[config.mk]
export PLATFORM = sky130hd
export DESIGN_NAME = memory_subsystem
export DESIGN_NICKNAME = d
export VERILOG_FILES = /design/src/verilog/rv32i_types.sv /design/src/verilog/line_arbiter.sv /design/src/verilog/line_burst_adaptor.sv /design/src/verilog/memory_subsystem.sv
export SDC_FILE = /design/constraint.sdc
export NUM_CORES = 1
export LEC_CHECK = 0
export BUFFER_PORTS_ARGS = -buffer_cell sky130_fd_sc_hd__buf_2
export CAP_MARGIN = 20
export CELL_PAD_IN_SITES_DETAIL_PLACEMENT = 2
export CELL_PAD_IN_SITES_GLOBAL_PLACEMENT = 2
export CORE_AREA = 4 4 392 394
export CTS_BUF_LIST = sky130_fd_sc_hd__clkbuf_2 sky130_fd_sc_hd__clkbuf_4 sky130_fd_sc_hd__clkbuf_8
export CTS_CLUSTER_DIAMETER = 50
export DETAILED_ROUTE_END_ITERATION = 12
export DIE_AREA = 0 0 396 398
export MAX_ROUTING_LAYER = met4
export PLACE_DENSITY_LB_ADDON = 0.1
export SYNTH_ARGS = -nofsm -noshare
export SYNTH_HDL_FRONTEND = slang
export SYNTH_SLANG_ARGS = --single-unit
[constraint.sdc]
create_clock -name clk -period 9 [get_ports clk]
set_clock_uncertainty 0.15 [all_clocks]
set_input_delay 1.8 -clock clk [delete_from_list [all_inputs] [get_ports clk]]
set_output_delay 1.8 -clock clk [all_outputs]
set_load 0.02 [all_outputs]
[src/verilog/rv32i_types.sv]
`default_nettype none

package rv32i_types;

    // ========================================
    // Line and burst geometry
    // ========================================
    localparam int line_bytes     = 32;           // One cache line
    localparam int beats_per_line = 4;            // Fixed burst length on the memory bus
    localparam int beat_width     = 64;           // Bits carried by one burst beat

    // ========================================
    // Vector types
    // ========================================
    typedef logic [31:0] rv32i_word;                              // Byte address or data word
    typedef logic [8*line_bytes-1:0] cache_line_t;                // Whole line, 256 bits
    typedef logic [beat_width-1:0] burst_beat_t;                  // One beat on the burst bus
    typedef logic [$clog2(beats_per_line)-1:0] beat_count_t;      // Beat index within a burst

endpackage : rv32i_types

`default_nettype wire

[src/verilog/line_arbiter.sv]
`timescale 1ns/10ps
`default_nettype none

module line_arbiter
    import rv32i_types::*;
(
    input  logic        clk,
    input  logic        reset,
    input  logic        flush,

    // Line port toward the burst adaptor
    input  cache_line_t mem_rdata,
    input  logic        mem_resp,
    output rv32i_word   mem_addr,
    output logic        mem_read,
    output logic        mem_write,
    output cache_line_t mem_wdata,

    // Instruction cache
    input  logic        inst_read,
    input  rv32i_word   inst_addr,
    output logic        inst_resp,
    output cache_line_t inst_rdata,

    // Data cache
    input  logic        data_read,
    input  logic        data_write,
    input  rv32i_word   data_addr,
    input  cache_line_t data_wdata,
    output logic        data_resp,
    output cache_line_t data_rdata
);

    typedef enum logic [1:0] {
        arb_idle,
        arb_inst,
        arb_data
    } arb_state_t;

    arb_state_t state;
    arb_state_t next_state;

    logic data_pending;

    assign data_pending = data_read || data_write;

    // ========================================
    // Next state
    // ========================================
    always_comb begin
        next_state = state;
        if (flush) begin
            next_state = arb_idle;                // Drop ownership at once
        end else begin
            case (state)
                arb_idle: begin
                    if (data_pending) begin
                        next_state = arb_data;    // Data side wins a tie from idle
                    end else if (inst_read) begin
                        next_state = arb_inst;
                    end
                end
                arb_inst: begin
                    if (mem_resp) begin
                        next_state = data_pending ? arb_data : arb_idle;
                    end
                end
                arb_data: begin
                    if (mem_resp) begin
                        next_state = inst_read ? arb_inst : arb_idle;
                    end
                end
                default: begin
                    next_state = arb_idle;
                end
            endcase
        end
    end

    // ========================================
    // Port multiplexing
    // ========================================
    always_comb begin
        mem_addr   = '0;
        mem_read   = 1'b0;
        mem_write  = 1'b0;
        mem_wdata  = '0;
        inst_resp  = 1'b0;
        inst_rdata = '0;
        data_resp  = 1'b0;
        data_rdata = '0;
        case (state)
            arb_inst: begin
                mem_addr   = inst_addr;
                mem_read   = inst_read;           // Instruction side only ever reads
                inst_resp  = mem_resp;
                inst_rdata = mem_rdata;
            end
            arb_data: begin
                mem_addr   = data_addr;
                mem_read   = data_read;
                mem_write  = data_write;
                mem_wdata  = data_wdata;
                data_resp  = mem_resp;
                data_rdata = mem_rdata;
            end
            default: begin
                // Idle forwards nothing, so a response after a flush is lost here
            end
        endcase
    end

    always_ff @(posedge clk) begin
        if (reset) begin
            state <= arb_idle;
        end else begin
            state <= next_state;
        end
    end

endmodule : line_arbiter

`default_nettype wire

[src/verilog/line_burst_adaptor.sv]
`timescale 1ns/10ps
`default_nettype none

module line_burst_adaptor
    import rv32i_types::*;
(
    input  logic        clk,
    input  logic        reset,

    // Line port from the arbiter
    input  logic        mem_read,
    input  logic        mem_write,
    input  rv32i_word   mem_addr,
    input  cache_line_t mem_wdata,
    output logic        mem_resp,
    output cache_line_t mem_rdata,

    // Burst bus toward external memory
    output logic        burst_read,
    output logic        burst_write,
    output rv32i_word   burst_addr,
    output burst_beat_t burst_wdata,
    input  logic        burst_resp,
    input  burst_beat_t burst_rdata
);

    typedef enum logic [1:0] {
        adp_idle,
        adp_reading,
        adp_writing,
        adp_done
    } adp_state_t;

    adp_state_t  state;
    adp_state_t  next_state;
    beat_count_t beat_idx;
    cache_line_t line_q;

    logic in_burst;
    logic last_beat;

    assign in_burst  = (state == adp_reading) || (state == adp_writing);
    assign last_beat = in_burst && burst_resp
                       && (beat_idx == beat_count_t'(beats_per_line - 1));

    // ========================================
    // Control
    // ========================================
    always_comb begin
        next_state = state;
        case (state)
            adp_idle: begin
                if (mem_read) begin
                    next_state = adp_reading;
                end else if (mem_write) begin
                    next_state = adp_writing;
                end
            end
            adp_reading,
            adp_writing: begin
                if (last_beat) begin
                    next_state = adp_done;       // Response goes out in the done cycle
                end
            end
            adp_done: begin
                next_state = adp_idle;
            end
            default: begin
                next_state = adp_idle;
            end
        endcase
    end

    always_ff @(posedge clk) begin
        if (reset) begin
            state    <= adp_idle;
            beat_idx <= '0;
        end else begin
            state <= next_state;
            if (!in_burst) begin
                beat_idx <= '0;
            end else if (burst_resp) begin
                beat_idx <= beat_idx + 1'b1;     // Wraps to zero after the last beat
            end
        end
    end

    // ========================================
    // Datapath
    // ========================================
    // Reads shift each beat in from the top so beat 0 ends up in the low bits.
    // Writes use the same shift to present the next beat at the bottom.
    always_ff @(posedge clk) begin
        if (state == adp_idle) begin
            burst_addr <= mem_addr & ~rv32i_word'(line_bytes - 1);
            line_q     <= mem_wdata;
        end else if (in_burst && burst_resp) begin
            line_q <= {burst_rdata, line_q[$bits(cache_line_t)-1:beat_width]};
        end
    end

    assign burst_read  = (state == adp_reading);
    assign burst_write = (state == adp_writing);
    assign burst_wdata = line_q[beat_width-1:0];

    assign mem_resp  = (state == adp_done);      // Exactly one cycle after the fourth beat
    assign mem_rdata = line_q;

endmodule : line_burst_adaptor

`default_nettype wire

[src/verilog/memory_subsystem.sv]
`timescale 1ns/10ps
`default_nettype none

module memory_subsystem
    import rv32i_types::*;
(
    input  logic        clk,
    input  logic        reset,
    input  logic        flush,

    // Instruction cache
    input  logic        inst_read,
    input  rv32i_word   inst_addr,
    output logic        inst_resp,
    output cache_line_t inst_rdata,

    // Data cache
    input  logic        data_read,
    input  logic        data_write,
    input  rv32i_word   data_addr,
    input  cache_line_t data_wdata,
    output logic        data_resp,
    output cache_line_t data_rdata,

    // External burst bus
    output logic        burst_read,
    output logic        burst_write,
    output rv32i_word   burst_addr,
    output burst_beat_t burst_wdata,
    input  logic        burst_resp,
    input  burst_beat_t burst_rdata
);

    // ========================================
    // Internal line port
    // ========================================
    rv32i_word   mem_addr;
    logic        mem_read;
    logic        mem_write;
    cache_line_t mem_wdata;
    logic        mem_resp;
    cache_line_t mem_rdata;

    line_arbiter arbiter (
        .clk        (clk),
        .reset      (reset),
        .flush      (flush),
        .mem_rdata  (mem_rdata),
        .mem_resp   (mem_resp),
        .mem_addr   (mem_addr),
        .mem_read   (mem_read),
        .mem_write  (mem_write),
        .mem_wdata  (mem_wdata),
        .inst_read  (inst_read),
        .inst_addr  (inst_addr),
        .inst_resp  (inst_resp),
        .inst_rdata (inst_rdata),
        .data_read  (data_read),
        .data_write (data_write),
        .data_addr  (data_addr),
        .data_wdata (data_wdata),
        .data_resp  (data_resp),
        .data_rdata (data_rdata)
    );

    line_burst_adaptor adaptor (
        .clk         (clk),
        .reset       (reset),
        .mem_read    (mem_read),
        .mem_write   (mem_write),
        .mem_addr    (mem_addr),
        .mem_wdata   (mem_wdata),
        .mem_resp    (mem_resp),
        .mem_rdata   (mem_rdata),
        .burst_read  (burst_read),
        .burst_write (burst_write),
        .burst_addr  (burst_addr),
        .burst_wdata (burst_wdata),
        .burst_resp  (burst_resp),
        .burst_rdata (burst_rdata)
    );

endmodule : memory_subsystem

`default_nettype wire

==> results of run 1 <==
==> power by group <==
group          internal, mW  total, mW  switching (mW)  leakage [nW]
Clock                  1.55       2.38           0.828          1.09
Sequential             2.23       2.89           0.658          3.37
Combinational         0.467       1.74            1.27          7.90
Total                  4.25       7.01            2.76          12.4
==> area by class of cell <==
type	instances	area [um2]
multi-input combinational	1126	6595
fill	17562	123700
timing repair buffer	1002	5102
clock buffer	103	1324
tap	2016	2522
inverter	261	979.7
sequential	289	8618
antenna	56	140.1
clock inverter	59	809.5
==> logic make-up (layout without fill, tap and decap cells) <==
logic type | Yosys count | in the layout
mux | 2 | 2
other cells | 1 | 61
buf+inv | 482 | 1425
simple gates | 812 | 812
xor+xnor | 1 | 1
fa+ha+maj | 11 | 11
flops | 289 | 289
compound gates | 295 | 295
==> layout by cell type, fill, tap and decap left out, types with 2 or more instances in the layout <==
| cell type | instances |
|---|---|
| clkbuf_4 | 15 |
| nand2_1 | 4 |
| ha_1 | 8 |
| buf_12 | 4 |
| edfxtp_1 | 283 |
| o21ai_0 | 256 |
| nor2_1 | 3 |
| a21boi_1 | 2 |
| clkbuf_8 | 88 |
| nand2b_1 | 2 |
| a21oi_1 | 2 |
| nor2b_1 | 28 |
| conb_1 | 5 |
| dfxtp_1 | 6 |
| buf_2 | 987 |
| and2_1 | 514 |
| bufinv_16 | 20 |
| diode_2 | 56 |
| inv_8 | 3 |
| a22oi_1 | 27 |
| clkinvlp_4 | 3 |
| ha_4 | 3 |
| inv_1 | 261 |
| clkinv_1 | 19 |
| nand3_1 | 256 |
| clkinv_2 | 13 |
| buf_4 | 11 |
| mux2i_1 | 2 |
==> layer usage <==
metal	global-route usage	vias up	routed length [um]	part of all wire
met5	-	-	0	0
met4	0.03139	0	2543	0.024
met3	0.03843	188	7130	0.067
met2	0.2368	643	55000	0.52
met1	0.1439	8244	41500	0.39
li1	-	7993	-	-
==> stage by stage <==
stage,utilization,hold WS (ns),setup slack (ns)
floorplan,-,0.3146,1.232
global placement,0.1590,0.3292,4.342
detailed placement,0.1590,0.3571,4.232
CTS,0.1733,0.3680,3.390
global route,0.1739,0.3975,3.298
finish,0.1742,0.3685,3.752
==> worst max-delay path, delay by kind of cell, from the launching register on <==
kind                     cells  cell delay, ns
adder cells (fa/ha/maj)      1            0.54
buffers and inverters        3            1.10
AND/OR/NAND/NOR              1            0.39
flip-flops                   1            0.37
==> path summary, 6_finish.rpt <==
| path | cells after the start | slack [ns] | end |
|---|---|---|---|
| max | 5 | 3.75 | inst_rdata[184] |
| min | 2 | 0.37 | adaptor.beat_idx[1]$_SDFFE_PP0P_ |
| max reg2reg | 6 | 5.28 | adaptor.mem_rdata[216]$_DFFE_PP_ |
| min reg2reg | 2 | 0.37 | adaptor.beat_idx[1]$_SDFFE_PP0P_ |
==> flip-flops by register name, summed over array words and instances, names as in the netlist <==
name                count
adaptor.beat_idx        2
adaptor.state           2
adaptor.burst_addr     27
arbiter.state           2
adaptor.mem_rdata     256
==> impl_metrics.env, run 1 <==
export IMPL_status="finished, final reports clean"
export IMPL_syn_area_per_cell_um2=9.147
export IMPL_period_share=0.5831
export IMPL_p_leak_nw=12.36
export IMPL_worstSetupPathType="reg -> out"
export IMPL_synth_area_leaders="edfxtp_1 (49%), and2_1 (19%), nand3_1 (7.4%)"
export IMPL_synth_common_cells="and2_1 (514), edfxtp_1 (283), inv_1 (261), nand3_1 (256), o21ai_0 (256)"
export IMPL_core_um2=149800
export IMPL_maxSlewViolCount=0
export IMPL_ys_seq_area_frac=0.4977
export IMPL_synthSimpleGateAreaFrac=0.2744
export IMPL_grt_usage=0.1322
export IMPL_die_w_um=396
export IMPL_tritoncts="built"
export IMPL_grt_pass1_vias=18522
export IMPL_tns_ns=0
export IMPL_place_congestion=0.7955
export IMPL_rsz0062_at_grt="false"
export IMPL_layout_area_overhead_vs_synth_pct=50.68
export IMPL_finalCriticalPeriod_ns=5.248
export IMPL_vias=17068
export IMPL_netlist_cell_type_count=34
export IMPL_dpl_hpwl_mm=83.62
export IMPL_finalHoldViolCount=0
export IMPL_critical_path_startpoint="arbiter.state[1]$_SDFFE_PP0P_"
export IMPL_synth_top_area_share=0.4908
export IMPL_max_clock_freq_ghz=0.1906
export IMPL_initial_core_util=0.1156
export IMPL_antenna_found_initial=83
export IMPL_postCtsSetupBuffers=0
export IMPL_cts_max_level=3
export IMPL_fp_row_count=142
export IMPL_ant_nets=0
export IMPL_dpl_cell_area_um2=23820
export IMPL_die_area_um2=157600
export IMPL_async_flop_share=0
export IMPL_drc_errors=0
export IMPL_ys_ff_latch=289
export IMPL_worstPathRequired_ns=7.05
export IMPL_vdd_drop_max_v=0.0001404
export IMPL_io_pins=1003
export IMPL_cts_root_buffer="clkbuf_8"
export IMPL_vias_per_cell=3.475
export IMPL_drt_first_pass_iters=4
export IMPL_grt_ovfl_total=0
export IMPL_post_drt_wl_per_cell_um=21.61
export IMPL_cap_violations=0
export IMPL_synth_xor_area_share=0.0005058
export IMPL_cp_data_arrival_time_ns=3.30
export IMPL_slew_headroom=0.2385
export IMPL_io_buffer_count=987
export IMPL_design_area_um2=26090
export IMPL_cpPeakStageDelay_ns=0.75
export IMPL_clk_latency_ns=0.72
export IMPL_min_from="adaptor.beat_idx[1]$_SDFFE_PP0P_"
export IMPL_synth_compound_area_share=0.09314
export IMPL_synth_edf_count=283
export IMPL_synth_top_family_by_area="simple AND/OR/NAND/NOR gates"
export IMPL_finalPower_mw=7.009
export IMPL_syn_inst=1893
export IMPL_totalWireLength_mm=106.2
export IMPL_grt_max_degree=196
export IMPL_layout_drive_gt1_share=0.4070
export IMPL_p_per_area_nw_per_um2=268.6
export IMPL_path_cells="inv_1, ha_4, buf_4, and2_1, buf_2"
export IMPL_finalSetupViolations=0
export IMPL_ys_flop_type="edfxtp_1"
export IMPL_cts_sinks=289
export IMPL_clkSlewWorstSetupHoldPaths_ns=0.05
export IMPL_dp_cells=4694
export IMPL_die_h_um=398
export IMPL_synth_area_leader_cell="edfxtp_1"
export IMPL_cts_resized=0
export IMPL_crit_fanout=93
export IMPL_cpMaxStageDelayCell="buf_4"
export IMPL_drt_iter0_markers=751
export IMPL_yosysWarnings=0
export IMPL_grt_pass1_wl_mm=144.9
export IMPL_yosys_cell_count_top_type="and2_1"
export IMPL_synth_area_mux_share=0.001156
export IMPL_cts_buffers=87
export IMPL_clockBufferDepth=3
export IMPL_ctsHoldBuffers=0
export IMPL_syn_area_um2=17320
export IMPL_cp_start_kind="flip-flop"
export IMPL_worstMarginPinSlew_ns=1.142
export IMPL_finalNonFillerCells=4912
export IMPL_nNetsFinal=3169
export IMPL_synthAdderAreaFrac=0.007949
export IMPL_hold_path_class="reg -> reg"
export IMPL_reg2reg_from="adaptor.state[0]$_SDFFE_PP0P_"
export IMPL_critPathCaptureType="output pin"
Power figures use the tool's default switching activity.
==> inputs of run 2 (changes only) <==
--- a/config.mk
+++ b/config.mk
@@ -5,15 +5,16 @@
 export SDC_FILE = /design/constraint.sdc
 export NUM_CORES = 1
 export LEC_CHECK = 0
+export ABC_AREA = 1
 export BUFFER_PORTS_ARGS = -buffer_cell sky130_fd_sc_hd__buf_2
 export CAP_MARGIN = 20
 export CELL_PAD_IN_SITES_DETAIL_PLACEMENT = 2
 export CELL_PAD_IN_SITES_GLOBAL_PLACEMENT = 2
-export CORE_AREA = 4 4 392 394
+export CORE_AREA = 4 4 387 389
 export CTS_BUF_LIST = sky130_fd_sc_hd__clkbuf_2 sky130_fd_sc_hd__clkbuf_4 sky130_fd_sc_hd__clkbuf_8
 export CTS_CLUSTER_DIAMETER = 50
 export DETAILED_ROUTE_END_ITERATION = 12
-export DIE_AREA = 0 0 396 398
+export DIE_AREA = 0 0 391 393
 export MAX_ROUTING_LAYER = met4
 export PLACE_DENSITY_LB_ADDON = 0.1
 export SYNTH_ARGS = -nofsm -noshare
==> constraint.sdc (replaced) <==
create_clock -name clk -period 4.2 [get_ports clk]
set_clock_uncertainty 0.15 [all_clocks]
set_input_delay 0.84 -clock clk [delete_from_list [all_inputs] [get_ports clk]]
set_output_delay 0.84 -clock clk [all_outputs]
set_load 0.02 [all_outputs]
==> run 2 against run 1 <==
Critical endpoint is now data_rdata[57]. Cell area up 0.78%. Die area is 2.5% lower. Largest power group unchanged. Flip-flop and latch count unchanged. Critical path depth up 1. Total power grew 140%. Non-clock buffer count increased by 27.
==> impl_metrics.env, run 2 <==
export IMPL_status="finished, final reports clean"
export IMPL_critPathCaptureType="output pin"
export IMPL_layout_commonest_cell="nand2_1"
export IMPL_postCtsSetupBuffers=0
export IMPL_dpl_hpwl_mm=92.97
export IMPL_grt_util_met3=0.04744
export IMPL_cts_resized=0
export IMPL_hold_path_class="in -> reg"
export IMPL_grt_ovfl_total=0
export IMPL_grt_pass1_vias=20112
export IMPL_totalWireLength_mm=117.8
export IMPL_power_switching_mw=7.802
export IMPL_finalSetupViolations=0
export IMPL_die_w_um=391
export IMPL_path_cells="inv_1, ha_4, buf_4, nand2_1, inv_1, buf_2"
export IMPL_syn_inst=2457
export IMPL_clock_power_share=0.257
export IMPL_hold_ws_ns=0.1977
export IMPL_ys_seq_area_frac=0.4791
export IMPL_synth_area_leaders="edfxtp_1 (47%), nand2_1 (23%), inv_1 (10%)"
export IMPL_layout_common_cells="nand2_1 (1,103), buf_2 (987), inv_1 (502)"
export IMPL_clkSlewWorstSetupHoldPaths_ns=0.05
export IMPL_maxSlewViolCount=0
export IMPL_yosys_cell_count_top_type="nand2_1"
export IMPL_netlist_cell_type_count=23
export IMPL_die_h_um=393
export IMPL_intPower_mw=9.130
export IMPL_busiest_layer="met2"
export IMPL_core_um2=146800
export IMPL_vdd_drop_max_v=0.0005236
export IMPL_ctsHoldBuffers=0
export IMPL_worstSetupPathType="reg -> out"
export IMPL_grt_pass1_wl_mm=159.6
export IMPL_synth_area_leader_cell="edfxtp_1"
export IMPL_grt_max_degree=117
export IMPL_initial_core_util=0.1226
export IMPL_rsz0062_at_grt="false"
export IMPL_layout_drive_gt1_share=0.3517
export IMPL_period_share=0.9024
export IMPL_drc_errors=0
export IMPL_place_congestion=0.7558
export IMPL_io_buffer_count=987
export IMPL_tritoncts="built"
export IMPL_io_pins=1003
export IMPL_antenna_found_initial=74
export IMPL_cts_buffers=92
export IMPL_synth_common_cells="nand2_1 (1,103), inv_1 (503), edfxtp_1 (283), nand3_1 (259), buf_4 (108)"
export IMPL_largest_reg_flops=256
export IMPL_clockBufferDepth=3
export IMPL_fp_row_count=141
export IMPL_p_leak_nw=16.95
export IMPL_drt_iter0_markers=697
export IMPL_clk_latency_ns=0.77
export IMPL_vias=19080
export IMPL_slew_headroom=0.3177
export IMPL_worstPathRequired_ns=3.21
export IMPL_synth_top_area_share=0.4724
export IMPL_cap_violations=0
export IMPL_seqPwrFrac=0.386
export IMPL_finalHoldViolCount=0
export IMPL_die_area_um2=153700
export IMPL_cp_start_kind="flip-flop"
export IMPL_ys_flop_type="edfxtp_1"
export IMPL_post_drt_wl_per_cell_um=21.77
export IMPL_p_comb_frac=0.357
export IMPL_crit_path_frequent_cell="inv_1"
export IMPL_syn_area_um2=17990
export IMPL_nNetsFinal=3766
export IMPL_use_met1=0.1693
export IMPL_async_flop_share=0
export IMPL_syn_area_per_cell_um2=7.321
export IMPL_drt_first_pass_iters=5
export IMPL_swShare=0.4608
export IMPL_yosysWarnings=0
export IMPL_grt_usage=0.1514
export IMPL_finalPower_mw=16.93
export IMPL_finalCriticalPeriod_ns=3.790
export IMPL_cts_max_level=3
export IMPL_cts_sinks=289
export IMPL_layout_area_overhead_vs_synth_pct=46.18
export IMPL_vias_per_cell=3.527
export IMPL_cpPeakStageDelay_ns=0.57
export IMPL_ys_ff_latch=289
export IMPL_cp_data_arrival_time_ns=2.80
export IMPL_met2_usage=0.2577
export IMPL_worstMarginPinSlew_ns=1.023
export IMPL_p_per_area_nw_per_um2=643.9
export IMPL_crit_fanout=39
export IMPL_cpMaxStageDelayCell="ha_4"
export IMPL_synth_edf_count=283
export IMPL_ant_nets=0
export IMPL_cts_root_buffer="clkbuf_8"
export IMPL_max_clock_freq_ghz=0.2639
[run 2: cells by family (layout without fill, tap and decap cells)]
family / after synthesis / count (layout) / share of synthesized area
simple gates: 1377 / 1377 / 0.3058
fa+ha+maj: 11 / 11 / 0.007651
other cells: 1 / 45 / 0.0002085
buf+inv: 745 / 1724 / 0.1975
xor+xnor: 1 / 1 / 0.0004870
compound gates: 33 / 33 / 0.009181
flops: 289 / 289 / 0.4791
[run 2: cell type report]
| type | instances | area [um2] |
|---|---|---|
| diodes | 40 | 100.1 |
| clock buffers | 119 | 1481 |
| clock inverters | 51 | 361.6 |
| fillers | 17695 | 120500 |
| inverters | 525 | 1996 |
| multi-input cells | 1427 | 5881 |
| flip-flops and latches | 289 | 8618 |
| well taps | 1930 | 2415 |
| repair buffers | 1029 | 5443 |
[run 2: metrics by stage]
| stage | setup TNS (ns) | util | area [um2] | cells | setup slack [ns] |
|---|---|---|---|---|---|
| 4_1_cts | 0 | 0.1785 | 26200 | 5370 | 0.1651 |
| 3_3_place_gp | 0 | 0.1659 | 24350 | 5200 | 1.099 |
| 5_1_grt | 0 | 0.1790 | 26270 | 5399 | 0.07714 |
| 3_5_place_dp | 0 | 0.1659 | 24350 | 5200 | 1.105 |
| 6_report | 0 | 0.1791 | 26300 | 5410 | 0.4100 |
| 2_1_floorplan | -351.09 | - | 18030 | 2461 | -1.371 |
[run 2: worst paths after layout]
path,startpoint,end,slack (ns),cells past startpoint
worst max-delay path,arbiter.state[0]$_SDFFE_PP0P_,data_rdata[57],0.41,6
worst min-delay path,burst_rdata[11],adaptor.mem_rdata[203]$_DFFE_PP_,0.20,3
worst max register to register,adaptor.state[0]$_SDFFE_PP0P_,adaptor.mem_rdata[98]$_DFFE_PP_,1.47,6
worst min register to register,adaptor.beat_idx[1]$_SDFFE_PP0P_,adaptor.beat_idx[1]$_SDFFE_PP0P_,0.32,2
[run 2: metal layers]
metal / vias to the layer above / share of wire
met5: - / 0
met4: 0 / 0.035
met3: 224 / 0.066
met2: 637 / 0.49
met1: 9061 / 0.41
li1: 9158 / -
[run 2: worst max-delay path: cells and delay by family (launching register included)]
kind                     cells  cell delay (ns)
AND/OR/NAND/NOR              1             0.12
flip-flops                   1             0.36
buffers and inverters        4             0.89
adder cells (fa/ha/maj)      1             0.57
[run 2: power groups by stage]
stage	Sequential (mW)	Clock, mW	Combinational [mW]
after floorplan	6.08	0	3.98
after global placement	6.70	0	6.36
after detailed placement	6.71	0	6.35
after CTS	6.66	4.63	6.35
after global routing	6.81	4.73	6.75
final	6.54	4.36	6.04
